**src/hdl/sb_macros.svh**
```systemverilog
// widths and latencies shared by the scoreboard core
// include this wherever an SB_ macro appears
`ifndef SB_MACROS_SVH
`define SB_MACROS_SVH

// register data and instruction word width
`define SB_DATA_W 16

// register file depth and index width
`define SB_NREGS 8
`define SB_REG_W 3

// one fust row per functional unit (alu and mul)
`define SB_NUNITS 2

// mul result is ready this many edges after issue
`define SB_MUL_LAT 3

// saturating age counter width of a fust row
`define SB_AGE_W 2

`endif
```
**src/hdl/sb_pkg.sv**
```systemverilog
// types and encodings shared by every block of the scoreboard core
// modules take them in with import sb_pkg::* in their header
`include "sb_macros.svh"

package sb_pkg;

    typedef logic [`SB_DATA_W-1:0] word_t;
    typedef logic [`SB_REG_W-1:0]  regsel_t;
    typedef logic [`SB_AGE_W-1:0]  age_t;

    // 0 means the value sits in the regfile
    // otherwise it is the producing unit index plus one
    typedef logic [$clog2(`SB_NUNITS+1)-1:0] tag_t;

    localparam tag_t TAG_NONE = tag_t'(0);
    localparam tag_t TAG_ALU  = tag_t'(1);
    localparam tag_t TAG_MUL  = tag_t'(2);

    // bit position of each unit in per unit vectors
    localparam int UNIT_ALU = 0;
    localparam int UNIT_MUL = 1;

    // opcode sits in bits 15:13
    // rd in 12:10 and rs1 in 9:7 and rs2 in 6:4
    // ldi zero extends bits 9:0 as its immediate
    typedef enum logic [2:0] {
        ADD = 3'd0,
        SUB = 3'd1,
        AND = 3'd2,
        XOR = 3'd3,
        LDI = 3'd4,
        MUL = 3'd5
    } opcode_e;

    typedef enum logic [1:0] {EMPTY, WAIT, RDY, EX} fust_state_e;

endpackage

```
**src/hdl/sb_ifs.sv**
```systemverilog
// links between the internal blocks of the scoreboard core
// fust_wr_if fills a fust row and result_if broadcasts one retirement per cycle
`timescale 1ns/1ps
`include "sb_macros.svh"

// dispatch to issue
interface fust_wr_if import sb_pkg::*; ();
    // write strobe for the selected row
    logic    en;
    // row select where 0 is alu and 1 is mul
    logic    unit;
    opcode_e op;
    regsel_t rd;
    regsel_t rs1;
    regsel_t rs2;
    word_t   imm;
    // source tags after the same cycle result bypass
    tag_t    t1;
    tag_t    t2;
    // row occupied, from issue
    logic [`SB_NUNITS-1:0] busy;

    modport disp (
        output en, unit, op, rd, rs1, rs2, imm, t1, t2,
        input  busy
    );
    modport iss (
        input  en, unit, op, rd, rs1, rs2, imm, t1, t2,
        output busy
    );
endinterface

// writeback broadcast seen by issue, dispatch and the regfile
interface result_if import sb_pkg::*; ();
    logic    valid;
    tag_t    tag;
    regsel_t rd;
    word_t   data;

    modport wb    (output valid, tag, rd, data);
    modport snoop (input  valid, tag, rd, data);
endinterface

```
**src/hdl/sb_top.sv**
```systemverilog
// scoreboard core top with a wishbone slave for instructions and register reads
// ret_* mirror every retirement and busy stays high until all work drains
`timescale 1ns/1ps
`include "sb_macros.svh"

module sb_top import sb_pkg::*; (
    input  logic    CLK,
    input  logic    nRST,
    input  logic    cyc,
    input  logic    stb,
    input  logic    we,
    input  regsel_t adr,
    input  word_t   dat_w,
    output word_t   dat_r,
    output logic    ack,
    output logic    ret_valid,
    output regsel_t ret_reg,
    output word_t   ret_data,
    output logic    busy
);

    fust_wr_if fw ();
    result_if  res ();

    regsel_t rsel1, rsel2, hsel, iss_rd, alu_rd, mul_rd;
    word_t   rdat1, rdat2, rdata, iss_imm, alu_res, mul_res;
    opcode_e iss_op;
    logic [`SB_NUNITS-1:0] issue_en, done, hold, ack_unit;
    logic row_active;
    logic pending;

    sb_dispatch u_dispatch (
        .CLK, .nRST, .cyc, .stb, .we, .adr, .dat_w, .dat_r, .ack,
        .fw(fw.disp), .res(res.snoop), .rdata, .hsel
    );

    sb_issue u_issue (
        .CLK, .nRST, .fw(fw.iss), .res(res.snoop), .rsel1, .rsel2,
        .issue_en, .iss_op, .iss_rd, .iss_imm, .done, .hold, .row_active
    );

    sb_regfile u_regfile (
        .CLK, .nRST, .res(res.snoop), .rsel1, .rsel2, .hsel, .rdat1, .rdat2, .rdata
    );

    sb_exec u_exec (
        .CLK, .nRST, .issue_en, .iss_op, .iss_rd, .iss_imm, .rdat1, .rdat2, .hold,
        .done, .alu_res, .mul_res, .alu_rd, .mul_rd, .ack_unit, .pending
    );

    sb_writeback u_writeback (
        .done, .hold, .alu_res, .mul_res, .alu_rd, .mul_rd, .ack_unit, .res(res.wb)
    );

    assign ret_valid = res.valid;
    assign ret_reg   = res.rd;
    assign ret_data  = res.data;
    // rows still occupied or exec still holding a result
    assign busy = row_active | pending;

endmodule

```
**src/hdl/sb_writeback.sv**
```systemverilog
// result stage picking one finished unit per cycle
// the pick drives the regfile write and the tag broadcast
`timescale 1ns/1ps
`include "sb_macros.svh"

module sb_writeback import sb_pkg::*; (
    input  logic [`SB_NUNITS-1:0] done,
    input  logic [`SB_NUNITS-1:0] hold,
    input  word_t                 alu_res,
    input  word_t                 mul_res,
    input  regsel_t               alu_rd,
    input  regsel_t               mul_rd,
    output logic [`SB_NUNITS-1:0] ack_unit,
    result_if.wb                  res
);

    logic [`SB_NUNITS-1:0] cand;

    // units waiting on a war hold sit out
    assign cand = done & ~hold;

    // mul goes first and the alu waits a cycle
    assign ack_unit[UNIT_MUL] = cand[UNIT_MUL];
    assign ack_unit[UNIT_ALU] = cand[UNIT_ALU] & ~cand[UNIT_MUL];

    assign res.valid = |cand;
    assign res.tag   = cand[UNIT_MUL] ? TAG_MUL : TAG_ALU;
    assign res.rd    = cand[UNIT_MUL] ? mul_rd : alu_rd;
    assign res.data  = cand[UNIT_MUL] ? mul_res : alu_res;

endmodule

```
**src/hdl/sb_exec.sv**
```systemverilog
// execute datapath with a single cycle alu and a pipelined multiplier
// each unit keeps its result until writeback takes it
`timescale 1ns/1ps
`include "sb_macros.svh"

module sb_exec import sb_pkg::*; (
    input  logic                  CLK,
    input  logic                  nRST,
    input  logic [`SB_NUNITS-1:0] issue_en,
    input  opcode_e               iss_op,
    input  regsel_t               iss_rd,
    input  word_t                 iss_imm,
    input  word_t                 rdat1,
    input  word_t                 rdat2,
    input  logic [`SB_NUNITS-1:0] hold,
    output logic [`SB_NUNITS-1:0] done,
    output word_t                 alu_res,
    output word_t                 mul_res,
    output regsel_t               alu_rd,
    output regsel_t               mul_rd,
    input  logic [`SB_NUNITS-1:0] ack_unit,
    output logic                  pending
);

    logic alu_v;
    // stage 0 holds operands and the last stage is the hold register
    logic [`SB_MUL_LAT-1:0] mul_v;
    word_t   mul_a;
    word_t   mul_b;
    word_t   mul_p   [1:`SB_MUL_LAT-2];
    regsel_t mul_rdp [0:`SB_MUL_LAT-2];
    logic alu_ack;
    logic mul_ack;

    // a held unit keeps its result
    assign alu_ack = ack_unit[UNIT_ALU] & ~hold[UNIT_ALU];
    assign mul_ack = ack_unit[UNIT_MUL] & ~hold[UNIT_MUL];

    always_ff @(posedge CLK, negedge nRST) begin
        if (!nRST) begin
            alu_v <= 1'b0;
            mul_v <= '0;
        end else begin
            if (issue_en[UNIT_ALU]) alu_v <= 1'b1;
            else if (alu_ack) alu_v <= 1'b0;
            mul_v[0] <= issue_en[UNIT_MUL];
            for (int s = 1; s < `SB_MUL_LAT - 1; s++) begin
                mul_v[s] <= mul_v[s-1];
            end
            if (mul_v[`SB_MUL_LAT-2]) mul_v[`SB_MUL_LAT-1] <= 1'b1;
            else if (mul_ack) mul_v[`SB_MUL_LAT-1] <= 1'b0;
        end
    end

    always_ff @(posedge CLK) begin
        if (issue_en[UNIT_ALU]) begin
            alu_rd <= iss_rd;
            case (iss_op)
                ADD:     alu_res <= rdat1 + rdat2;
                SUB:     alu_res <= rdat1 - rdat2;
                AND:     alu_res <= rdat1 & rdat2;
                XOR:     alu_res <= rdat1 ^ rdat2;
                LDI:     alu_res <= iss_imm;
                // unused opcodes give zero
                default: alu_res <= '0;
            endcase
        end
        if (issue_en[UNIT_MUL]) begin
            mul_a      <= rdat1;
            mul_b      <= rdat2;
            mul_rdp[0] <= iss_rd;
        end
        // low half of the product
        mul_p[1]   <= mul_a * mul_b;
        mul_rdp[1] <= mul_rdp[0];
        for (int s = 2; s <= `SB_MUL_LAT - 2; s++) begin
            mul_p[s]   <= mul_p[s-1];
            mul_rdp[s] <= mul_rdp[s-1];
        end
        if (mul_v[`SB_MUL_LAT-2]) begin
            mul_res <= mul_p[`SB_MUL_LAT-2];
            mul_rd  <= mul_rdp[`SB_MUL_LAT-2];
        end
    end

    assign done[UNIT_ALU] = alu_v;
    assign done[UNIT_MUL] = mul_v[`SB_MUL_LAT-1];
    assign pending = alu_v | (|mul_v);

endmodule

```
**src/hdl/sb_regfile.sv**
```systemverilog
// eight entry register file written by the result broadcast
// two operand read ports for issue and one for host reads
`timescale 1ns/1ps
`include "sb_macros.svh"

module sb_regfile import sb_pkg::*; (
    input  logic    CLK,
    input  logic    nRST,
    result_if.snoop res,
    input  regsel_t rsel1,
    input  regsel_t rsel2,
    input  regsel_t hsel,
    output word_t   rdat1,
    output word_t   rdat2,
    output word_t   rdata
);

    word_t regs [`SB_NREGS];

    // all registers read 0 after reset
    always_ff @(posedge CLK, negedge nRST) begin
        if (!nRST) begin
            for (int r = 0; r < `SB_NREGS; r++) begin
                regs[r] <= '0;
            end
        end else if (res.valid) begin
            regs[res.rd] <= res.data;
        end
    end

    // reads see the old value during a write cycle
    assign rdat1 = regs[rsel1];
    assign rdat2 = regs[rsel2];
    assign rdata = regs[hsel];

endmodule

```
**src/hdl/sb_issue.sv**
```systemverilog
// execute control with one fust row per unit
// tracks row states and ages, issues the oldest ready row and holds results on war
`timescale 1ns/1ps
`include "sb_macros.svh"

module sb_issue import sb_pkg::*; (
    input  logic                  CLK,
    input  logic                  nRST,
    fust_wr_if.iss                fw,
    result_if.snoop               res,
    output regsel_t               rsel1,
    output regsel_t               rsel2,
    output logic [`SB_NUNITS-1:0] issue_en,
    output opcode_e               iss_op,
    output regsel_t               iss_rd,
    output word_t                 iss_imm,
    input  logic [`SB_NUNITS-1:0] done,
    output logic [`SB_NUNITS-1:0] hold,
    output logic                  row_active
);

    fust_state_e state [`SB_NUNITS];
    opcode_e     op    [`SB_NUNITS];
    regsel_t     rd    [`SB_NUNITS];
    regsel_t     rs1   [`SB_NUNITS];
    regsel_t     rs2   [`SB_NUNITS];
    word_t       imm   [`SB_NUNITS];
    tag_t        t1    [`SB_NUNITS];
    tag_t        t2    [`SB_NUNITS];
    age_t        age   [`SB_NUNITS];
    logic [`SB_NUNITS-1:0] wr;
    logic [`SB_NUNITS-1:0] rdy;
    logic [`SB_NUNITS-1:0] retire;
    logic [`SB_NUNITS-1:0] war;
    logic sel;

    always_comb begin
        for (int i = 0; i < `SB_NUNITS; i++) begin
            wr[i]      = fw.en && (fw.unit == 1'(i));
            rdy[i]     = (state[i] == RDY);
            retire[i]  = res.valid && (res.tag == tag_t'(i + 1));
            // busy drops on the edge after retirement
            fw.busy[i] = (state[i] != EMPTY);
        end
    end

    assign row_active = |fw.busy;

    // oldest ready row goes and mul takes a tie
    assign issue_en[UNIT_MUL] = rdy[UNIT_MUL] &
                                (~rdy[UNIT_ALU] | (age[UNIT_MUL] >= age[UNIT_ALU]));
    assign issue_en[UNIT_ALU] = rdy[UNIT_ALU] & ~issue_en[UNIT_MUL];
    assign sel = issue_en[UNIT_MUL];

    // operand select for the regfile and the exec latch
    assign rsel1   = rs1[sel];
    assign rsel2   = rs2[sel];
    assign iss_op  = op[sel];
    assign iss_rd  = rd[sel];
    assign iss_imm = imm[sel];

    // war check against the other row
    // a tag of zero on a matching source means it still wants the old value
    // a row issuing this cycle already read the regfile
    always_comb begin
        for (int i = 0; i < `SB_NUNITS; i++) begin
            war[i] = (state[1-i] == WAIT || state[1-i] == RDY) && !issue_en[1-i] &&
                     (op[1-i] != LDI) && (age[1-i] > age[i]) &&
                     ((rs1[1-i] == rd[i] && t1[1-i] == TAG_NONE) ||
                      (rs2[1-i] == rd[i] && t2[1-i] == TAG_NONE));
        end
    end

    assign hold = done & war;

    always_ff @(posedge CLK, negedge nRST) begin
        if (!nRST) begin
            for (int i = 0; i < `SB_NUNITS; i++) begin
                state[i] <= EMPTY;
                age[i]   <= '0;
                t1[i]    <= TAG_NONE;
                t2[i]    <= TAG_NONE;
            end
        end else begin
            for (int i = 0; i < `SB_NUNITS; i++) begin
                case (state[i])
                    EMPTY: if (wr[i]) state[i] <= WAIT;
                    // ready one cycle after both tags clear
                    WAIT: if (t1[i] == TAG_NONE && t2[i] == TAG_NONE) state[i] <= RDY;
                    RDY: if (issue_en[i]) state[i] <= EX;
                    EX: if (retire[i]) state[i] <= EMPTY;
                endcase
                // new rows start at 1 and age saturates while unissued
                if (wr[i]) begin
                    age[i] <= age_t'(1);
                end else if (state[i] == WAIT || state[i] == RDY) begin
                    if (age[i] != '1) age[i] <= age[i] + 1'b1;
                end else begin
                    age[i] <= '0;
                end
                // wakeup on the result broadcast
                if (wr[i]) begin
                    t1[i] <= fw.t1;
                    t2[i] <= fw.t2;
                end else begin
                    if (res.valid && t1[i] == res.tag) t1[i] <= TAG_NONE;
                    if (res.valid && t2[i] == res.tag) t2[i] <= TAG_NONE;
                end
            end
        end
    end

    // row payload
    always_ff @(posedge CLK) begin
        for (int i = 0; i < `SB_NUNITS; i++) begin
            if (wr[i]) begin
                op[i]  <= fw.op;
                rd[i]  <= fw.rd;
                rs1[i] <= fw.rs1;
                rs2[i] <= fw.rs2;
                imm[i] <= fw.imm;
            end
        end
    end

endmodule

```
**src/hdl/sb_dispatch.sv**
```systemverilog
// decode stage with the wishbone slave and the register status table
// accepted words go into a fust row and host reads come back from the regfile
`timescale 1ns/1ps
`include "sb_macros.svh"

module sb_dispatch import sb_pkg::*; (
    input  logic    CLK,
    input  logic    nRST,
    input  logic    cyc,
    input  logic    stb,
    input  logic    we,
    input  regsel_t adr,
    input  word_t   dat_w,
    output word_t   dat_r,
    output logic    ack,
    fust_wr_if.disp fw,
    result_if.snoop res,
    input  word_t   rdata,
    output regsel_t hsel
);

    // tag of the pending producer for every register
    tag_t [`SB_NREGS-1:0] reg_stat;
    opcode_e op;
    regsel_t rd;
    regsel_t rs1;
    regsel_t rs2;
    logic    unit;
    logic    req;
    logic    accept;
    tag_t    t1_raw;
    tag_t    t2_raw;

    // the ack cycle closes a request so it is never seen twice
    assign req = cyc & stb & ~ack;

    // field split of the instruction word
    assign op   = opcode_e'(dat_w[15:13]);
    assign rd   = dat_w[12:10];
    assign rs1  = dat_w[9:7];
    assign rs2  = dat_w[6:4];
    assign unit = (op == MUL);

    // structural hazard on the row and waw hazard on rd both stall
    assign accept = req & we & ~fw.busy[unit] & (reg_stat[rd] == TAG_NONE);

    assign t1_raw = reg_stat[rs1];
    assign t2_raw = reg_stat[rs2];

    assign fw.en   = accept;
    assign fw.unit = unit;
    assign fw.op   = op;
    assign fw.rd   = rd;
    assign fw.rs1  = rs1;
    assign fw.rs2  = rs2;
    assign fw.imm  = {{(`SB_DATA_W-10){1'b0}}, dat_w[9:0]};
    // ldi reads nothing
    // a producer retiring right now counts as done
    assign fw.t1 = (op == LDI || (res.valid && t1_raw == res.tag)) ? TAG_NONE : t1_raw;
    assign fw.t2 = (op == LDI || (res.valid && t2_raw == res.tag)) ? TAG_NONE : t2_raw;

    // host read port of the regfile
    assign hsel = adr;

    always_ff @(posedge CLK, negedge nRST) begin
        if (!nRST) begin
            ack      <= 1'b0;
            reg_stat <= '0;
        end else begin
            ack <= accept | (req & ~we);
            // clear only if the entry still names the retiring unit
            if (res.valid && reg_stat[res.rd] == res.tag) begin
                reg_stat[res.rd] <= TAG_NONE;
            end
            // a new producer wins over a clear on the same edge
            if (accept) begin
                reg_stat[rd] <= unit ? TAG_MUL : TAG_ALU;
            end
        end
    end

    // read data ignores pending writes
    always_ff @(posedge CLK) begin
        if (req & ~we) begin
            dat_r <= rdata;
        end
    end

endmodule

```
**config.mk**
```make
export PLATFORM = sky130hd
export DESIGN_NAME = sb_top
export DESIGN_NICKNAME = d
export VERILOG_FILES = /design/src/hdl/sb_pkg.sv /design/src/hdl/sb_ifs.sv /design/src/hdl/sb_top.sv /design/src/hdl/sb_writeback.sv /design/src/hdl/sb_exec.sv /design/src/hdl/sb_regfile.sv /design/src/hdl/sb_issue.sv /design/src/hdl/sb_dispatch.sv
export VERILOG_INCLUDE_DIRS = /design/src /design/src/hdl
export SDC_FILE = /design/constraint.sdc
export NUM_CORES = 1
export LEC_CHECK = 0
export BUFFER_PORTS_ARGS = -buffer_cell sky130_fd_sc_hd__buf_2
export CORE_MARGIN = 10
export CORE_UTILIZATION = 40
export CTS_BUF_LIST = sky130_fd_sc_hd__clkbuf_8
export DETAILED_ROUTE_END_ITERATION = 7
export GPL_ROUTABILITY_DRIVEN = 0
export PLACE_DENSITY_LB_ADDON = 0.08
export SLEW_MARGIN = 20
export SYNTH_ARGS = -nofsm -noshare
export SYNTH_HDL_FRONTEND = slang
export SYNTH_SLANG_ARGS = --single-unit
```
**constraint.sdc**
```tcl
create_clock -name CLK -period 6.75 [get_ports CLK]
set_clock_uncertainty 0.1 [all_clocks]
set_input_delay 1.35 -clock CLK [delete_from_list [all_inputs] [get_ports CLK]]
set_output_delay 1.35 -clock CLK [all_outputs]
set_load 0.1 [all_outputs]
```
# After elaboration in Yosys (flattened, before gate mapping)
# Memory sizes are Yosys's and may differ from the RTL's. A register that Yosys moved wholly into a read port is not among the register bits.
# Index checks and enable logic that the tools add are counted.
# op_classes
n_addsub	4
mul	1
magnitude_cmp	15
eq_ne	39
muxes	85
bitwise_logic	35
reduce_logical	62
# op_table
cell	n
16-bit 2-to-1 mux	10
16-bit binary-select mux with 3-bit select	3
128-bit bitwise mux	1
16-bit one-hot mux with 5 select lines	1
2-bit 2-to-1 mux	32
16-bit demux with 3-bit select	1
16-bit AND	2
1-bit logical AND	28
2-bit binary-select mux with 3-bit select	4
1-bit 2-to-1 mux	22
16-bit adder	1
16-bit bitwise mux	1
4-bit greater-or-equal comparator (second input constant)	4
3-bit by 4-bit < comparator with 1-bit output (second input constant)	4
16-bit by 16-bit multiplier with 16-bit output	1
16-bit NOT	1
3-bit NOT with 4-bit output	4
2-bit one-hot mux with 4 select lines	2
2-bit nonzero test	8
16-bit subtractor	1
16-bit XOR	1
3-bit 2-to-1 mux	5
3-bit OR reduction	5
2-bit equality test	7
other kinds (30)	92
# word_totals
ff_bits	232
ramBits	66
inputBits	24
out_inout_bits	38
n_memories	7
# mem_list
memory	depth	width	rd	rd_ports_with_merged_regs	wr	line_no	text
u_issue.imm	2	10	1	0	1	sb_issue.sv:27	word_t imm [`SB_NUNITS];
u_exec.mul_p	1	16	1	1	1	sb_exec.sv:30	word_t mul_p [1:`SB_MUL_LAT-2];
u_exec.mul_rdp	2	3	2	1	2	sb_exec.sv:31	regsel_t mul_rdp [0:`SB_MUL_LAT-2];
u_issue.op	2	3	3	0	1	sb_issue.sv:23	opcode_e op [`SB_NUNITS];
u_issue.rd	2	3	3	0	1	sb_issue.sv:24	regsel_t rd [`SB_NUNITS];
u_issue.rs1	2	3	3	0	1	sb_issue.sv:25	regsel_t rs1 [`SB_NUNITS];
+1 memories	-	-	-	-	-	-	

# Logic depth before layout (Yosys ltp)
# logic_depth
word_depth	24
ltp_mapped	30
ltp_nobuf	26

# By module
# A second synthesis with hierarchy kept.
# hier_totals
cells_unflattened	1695
hier_area_um2	22221.3
# by_module_without_submodules
module	n_inst	cells_per_inst	area_each_um2	seq_area_each_um2
sb_exec	1	799	8305.5	2672.6
sb_regfile	1	450	8071.5	3203.1
sb_issue	1	211	3224.3	2082.0
sb_dispatch	1	207	2274.7	905.9
sb_writeback	1	27	339.1	0.0
sb_top	1	1	6.3	0.0

# Worst setup path after synthesis
# Ideal clock, no wire load.
# synth_path
path_type	register to register
from	register u_issue.age[0] (netlist name)
to	register u_exec.alu_res[12], data pin
setup_time_ps	267
t_arrival_ps	5407
path_slack_ps	977
path_stages_with_launch	27
path_buffers	2
period_less_slack_ps	5773
cell_sequence	dfrtp_1 inv_1 ha_1 nand2b_1 a311oi_4 inv_2 mux2_4 buf_6 buf_6 nand2_1 o22ai_1 a221oi_2 inv_1 ha_1 o21ai_0 fa_1 a21o_1 a21o_1 a21o_1 a21o_1 a21o_1 a21oi_1 o21ai_0 nor2b_1 a211oi_1 xor2_1 o21ai_0
# synth_between
elab_chain_cells	10
word_cells_on_any_way	24
classes_between	2 x add/sub; 1 x order compare; 4 x eq/ne; 7 x mux; 6 x bitwise; 1 x reduce/logical; 3 x memory
# synth_lines
item	line_no	text
from (decl)	sb_issue.sv:30	age_t age [`SB_NUNITS];
from (signal, indexed assignment)	sb_issue.sv:95	age[i] <= age_t'(1);
2-bit greater-or-equal comparator (*)	sb_issue.sv:51	(~rdy[UNIT_ALU] | (age[UNIT_MUL] >= age[UNIT_ALU]));
1-bit OR (*)	sb_issue.sv:51	
1-bit AND (*)	sb_issue.sv:50	assign issue_en[UNIT_MUL] = rdy[UNIT_MUL] &
memory read 2 x 3 bit (*)	-	
3-bit NOT with 4-bit output (implied by the code) (*)	sb_regfile.sv:33	assign rdat2 = regs[rsel2];
16-bit binary-select mux with 3-bit select (*)	sb_regfile.sv:33	
16-bit 2-to-1 mux (implied by the code) (*) (2 in a row)	sb_regfile.sv:33	
via rdat2[0]	sb_top.sv:26	word_t rdat1, rdat2, rdata, iss_imm, alu_res, mul_res;
16-bit subtractor / 16-bit adder (equally long branches)	sb_exec.sv:60, sb_exec.sv:59	
16-bit one-hot mux with 5 select lines (*)	sb_exec.sv:58	case (iss_op)
to (signal assigned)	sb_exec.sv:59	ADD: alu_res <= rdat1 + rdat2;
to (signal assigned)	sb_exec.sv:60	SUB: alu_res <= rdat1 - rdat2;
to (signal assigned)	sb_exec.sv:61	AND: alu_res <= rdat1 & rdat2;
to (decl)	sb_exec.sv:17	output word_t alu_res,
# The timed path passes the listed nets; every way through them passes the cells marked *. The select of a mux whose other input is x is not followed.
# A chain may end at the register's enable or synchronous reset.

# Worst setup path in the final report
# layout_path
from	register u_issue.state[0] (netlist name)
to	register u_exec.alu_res[12], data pin
# layout_between
elab_chain_cells	9
word_cells_on_any_way	23
classes_between	2 x add/sub; 5 x eq/ne; 7 x mux; 5 x bitwise; 1 x reduce/logical; 3 x memory
# layout_lines
item	line_no	text
from (decl)	sb_issue.sv:22	fust_state_e state [`SB_NUNITS];
from (signal, indexed assignment)	sb_issue.sv:79	state[i] <= EMPTY;
from (signal, indexed assignment)	sb_issue.sv:87	EMPTY: if (wr[i]) state[i] <= WAIT;
from (signal, indexed assignment)	sb_issue.sv:89	WAIT: if (t1[i] == TAG_NONE && t2[i] == TAG_NONE) state[i] <= RDY;
2-bit equality test (*)	sb_issue.sv:40	rdy[i] = (state[i] == RDY);
1-bit AND (*)	sb_issue.sv:50	
memory read 2 x 3 bit (*)	-	
3-bit NOT with 4-bit output (implied by the code) (*)	sb_regfile.sv:32	assign rdat1 = regs[rsel1];
16-bit binary-select mux with 3-bit select (*)	sb_regfile.sv:32	
16-bit 2-to-1 mux (implied by the code) (*) (2 in a row)	sb_regfile.sv:32	
via rdat1[1]	sb_top.sv:26	
16-bit subtractor / 16-bit adder (equally long branches)	sb_exec.sv:60, sb_exec.sv:59	
16-bit one-hot mux with 5 select lines (*)	sb_exec.sv:58	
# Marked as above.

==> out/metrics.csv <==
stage,metric,value,unit
floorplan,fp.coreArea,50500,µm²
synth,yosys_warnings,0,
worst_setup_path,crit-reg2reg-launch,u_issue.state[0],
sta,setup_total_negative_slack,0,ps
worst_setup_path,critical-path-max-stage-delay,660,ps
worst_setup_path,critPathKind,register to register,
grt,grt_max_degree,99,
clock_tree,cts_max_path_buffers,3,
worst_setup_path,setup.reg_to_reg.worst_slack,550,ps
clock_tree,worst_setup_hold_path_clk_slew,60,ps
synth,ys_top_cells_by_area,"dfrtp_1 (20%), edfxtp_1 (18%), fa_1 (7.9%)",
synth,synth_edf_count,121,
floorplan,dieHeight,247,µm
sta,grt_setup_unrepaired,no,
synth,netlist_top_cells_count,"nand2_1 (347), dfrtp_1 (165), inv_1 (162)",
clock_tree,cts.sinks,305,
sta,clock.fmax,161,MHz
worst_setup_path,critical_path.slowest_cell,buf_4,
worst_hold_path,min_delay_path_class,register to register,
synth,yosys.area_share.adder,13.8,%
floorplan,top_level_ports,62,
sta,fin_worst_hold_slack,241,ps
worst_setup_path,start_kind,register,
synth,ys_async_sr_fraction,54.1,%
worst_setup_path,reg2regPathDepth,23,
routing,first_iter_violations,1413,
synth,yosys_most_used_dff,dfrtp_1,
synth,synth_top_family_by_area,simple AND/OR/NAND/NOR gates,
sta,hold_viol_final,0,
final_layout,final_layout_size_suffix_gt1_share,14.3,%
sta,timing.final.setup_violations,0,
worst_hold_path,whs_endpoint,u_exec.mul_rdp[1][2],
worst_setup_path,path_cells,"inv_1, ha_1, nor2b_1, a311oi_4, inv_4, buf_4, mux2i_4, buf_4, inv_1, nand3_1, nand2_1, fa_1, a21o_1, a21o_1, a21o_1, a21o_1, a21o_1, a21oi_1, o21ai_0, nor2b_1, a211oi_1, xor2_1, o21ai_0",
floorplan,initial_utilization,40.7,%
outcome,outcome,"complete, no violations",
synth,synth_xor_xnor_area_share,3.54,%
routing,route.detailed.vias_per_inst,5.48,
routing,ant_nets,0,
clock_tree,cts_tree,done,
clock_tree,tritoncts.num_buffers,55,
synth,synth_compound_area_share,10.9,%
synth,synth.avg_cell_area,9.66,µm²
worst_setup_path,critical_path.max_fanout,54,
worst_setup_path,critPathArrivalTime,6490,ps
sta,period_minus_slack,6200,ps
synth,synth.lib_cells_used.distinct,69,
floorplan,fp.dieW,247,µm
placement,post-dp-hpwl,45500,µm
routing,avgRoutedWirePerCell,21.9,µm
worst_setup_path,cpMostUsedCell,a21o_1,
routing,totalWireLength,64000,µm
sta,slew_headroom,23.8,%
final_layout,n_fill_cell,4897,
placement,buffer_ports.inserted,61,
clock_tree,ctsHtreeMaxLevel,2,
clock_tree,clk_latency,660,ps
synth,synthDominantAreaCellType,dfrtp_1,
job,max_cap_violations,0,
grt,overall_track_demand_over_capacity_in_global_routing,21.4,%
floorplan,core.rowCount,82,
routing,tritonroute_pass_1_iters,5,
worst_setup_path,critPathCaptureType,register,
worst_hold_path,min-delay-start,u_exec.mul_rdp[0][2],
final_layout,area.growth.synth_to_final,12.1,%
grt,grt_remaining_overflow,0,
worst_setup_path,worstPathBufferInverterCount,5,
placement,dpl-instance-area,21800,µm²
synth,mappedNetlistNets,2326,
worst_setup_path,regToRegEndpoint,u_exec.alu_res[12],
grt,antenna_found_initial,4,
routing,drt_drc_violations_left,0,
synth,netlist_area,20500,µm²
synth,synthSimpleGateAreaFrac,17.0,%
synth,yosys-mux-area-fraction,10.0,%
clock_tree,hold_buffers,0,
worst_setup_path,worst_ep_required_time,7040,ps
worst_setup_path,top_family_by_delay_on_critical_path,compound AO/OA/AOI/OAI gates,
final_layout,area_of_all_placed_cells_without_fillers,23000,µm²
floorplan,die_area,60800,µm²
worst_hold_path,worstHoldPathCells,0,
synth,netlist.area_leader.share,20.1,%
clock_tree,clockRootBuffer,clkbuf_8,
sta,final.period_utilization,91.9,%
final_layout,finalNetCount,2412,
synth,post-synth-top-count-cell,nand2_1,
sta,max_slew.worst_pin.slew,1140,ps
synth,yosysSeqAreaShare,39.7,%
sta,maxSlewViolCount,0,
grt,global_route_wire_length_before_repair,100000,µm
grt,grt_pass1_vias,16400,
routing,vias,16100,
synth,synth_seq_cells,305,
synth,netlist_instances,2125,
layout make-up:
cell class              count  area, µm²  share of cell area (%)
repair buffers            136        900                    3.91
flip-flops and latches    305       8140                    35.4
clock inverters            42        277                    1.20
inverters                 163        614                    2.67
clock buffers              61        840                    3.65
diodes                      1       2.50                  0.0109
multi-input cells        1550      11400                    49.5
well taps                 672        841                    3.65
worst max path at each step:
stage / start / depth (start not counted) / slack (ps) / to
final: u_issue.state[0] / 23 / 550 / u_exec.alu_res[12]
after global routing: u_issue.age[0] / 25 / 120 / u_exec.alu_res[15]
after CTS: u_issue.age[0] / 24 / 370 / u_exec.alu_res[12]
after detailed placement: u_issue.state[0] / 24 / 380 / u_exec.alu_res[12]
after global placement: u_issue.age[0] / 24 / 570 / u_exec.alu_res[12]
after floorplan: u_issue.age[0] / 26 / 980 / u_exec.alu_res[12]
state kept, by name, summed over array words and instances (netlist names), 16 cells and up:
register,cells
u_exec.mul_res,16
u_exec.mul_a,16
u_issue.imm,16
u_regfile.regs,128
u_exec.mul_p,16
u_exec.mul_b,16
u_dispatch.dat_r,16
u_exec.alu_res,16
u_dispatch.reg_stat,16
kinds of logic (layout without fill, tap and decap cells):
| group | Yosys count | after routing |
|---|---|---|
| AND/OR/NAND/NOR | 768 | 768 |
| AO/OA/AOI/OAI | 377 | 377 |
| flip-flops | 305 | 305 |
| buffers and inverters | 270 | 402 |
| adder cells (fa/ha/maj) | 177 | 177 |
| multiplexers | 145 | 145 |
| XOR/XNOR | 83 | 83 |
| other | 0 | 1 |
layer usage:
layer / vias to the layer above / track usage (%) / share of wire [%]
li1: 7481 / - / -
met1: 8032 / 30.0 / 46
met2: 456 / 34.1 / 46
met3: 82 / 3.41 / 5.4
met4: 0 / 5.03 / 1.8
met5: - / 0 / 0
cell usage in the layout (no fill, tap or decap), drive strengths merged, types with 5 or more instances in the layout:
cell type | Yosys | layout
a221oi | 9 | 9
nand4 | 5 | 5
nor3 | 21 | 21
o211ai | 17 | 17
a21oi | 153 | 153
mux4 | 41 | 41
a22oi | 6 | 6
nor2 | 154 | 154
edfxtp | 121 | 121
mux2 | 44 | 44
a21o | 11 | 11
fa | 81 | 81
dfxtp | 19 | 19
clkbuf | 89 | 61
nand3 | 83 | 83
o21ai | 108 | 108
a222oi | 6 | 6
o21bai | 6 | 6
ha | 96 | 96
inv | 163 | 190
a31oi | 18 | 18
dfrtp | 165 | 165
xor2 | 20 | 20
and2 | 78 | 78
a221o | 6 | 6
nor3b | 13 | 13
or2 | 7 | 7
mux2i | 60 | 60
o22ai | 14 | 14
nand2 | 347 | 347
xnor2 | 63 | 63
nand2b | 40 | 40
buf | 18 | 136
clkinv | 0 | 12
through the flow:
step                std cells  util (%)  worst slack, ps
CTS                      2922      45.5              366
detailed placement       2819      43.3              383
floorplan                2125         -              977
global route             2930      45.6              121
global placement         2819      43.3              566
finish                   2930      45.6              549
timing repair:
action	in CTS	in global routing
gates resized for setup	0	2
endpoints found under the setup margin	0	4
hold endpoints to repair	0	0
setup buffers	0	7
Power is not shown: default switching activity piles up to over one toggle a cycle in this logic, so the estimate is an artifact.
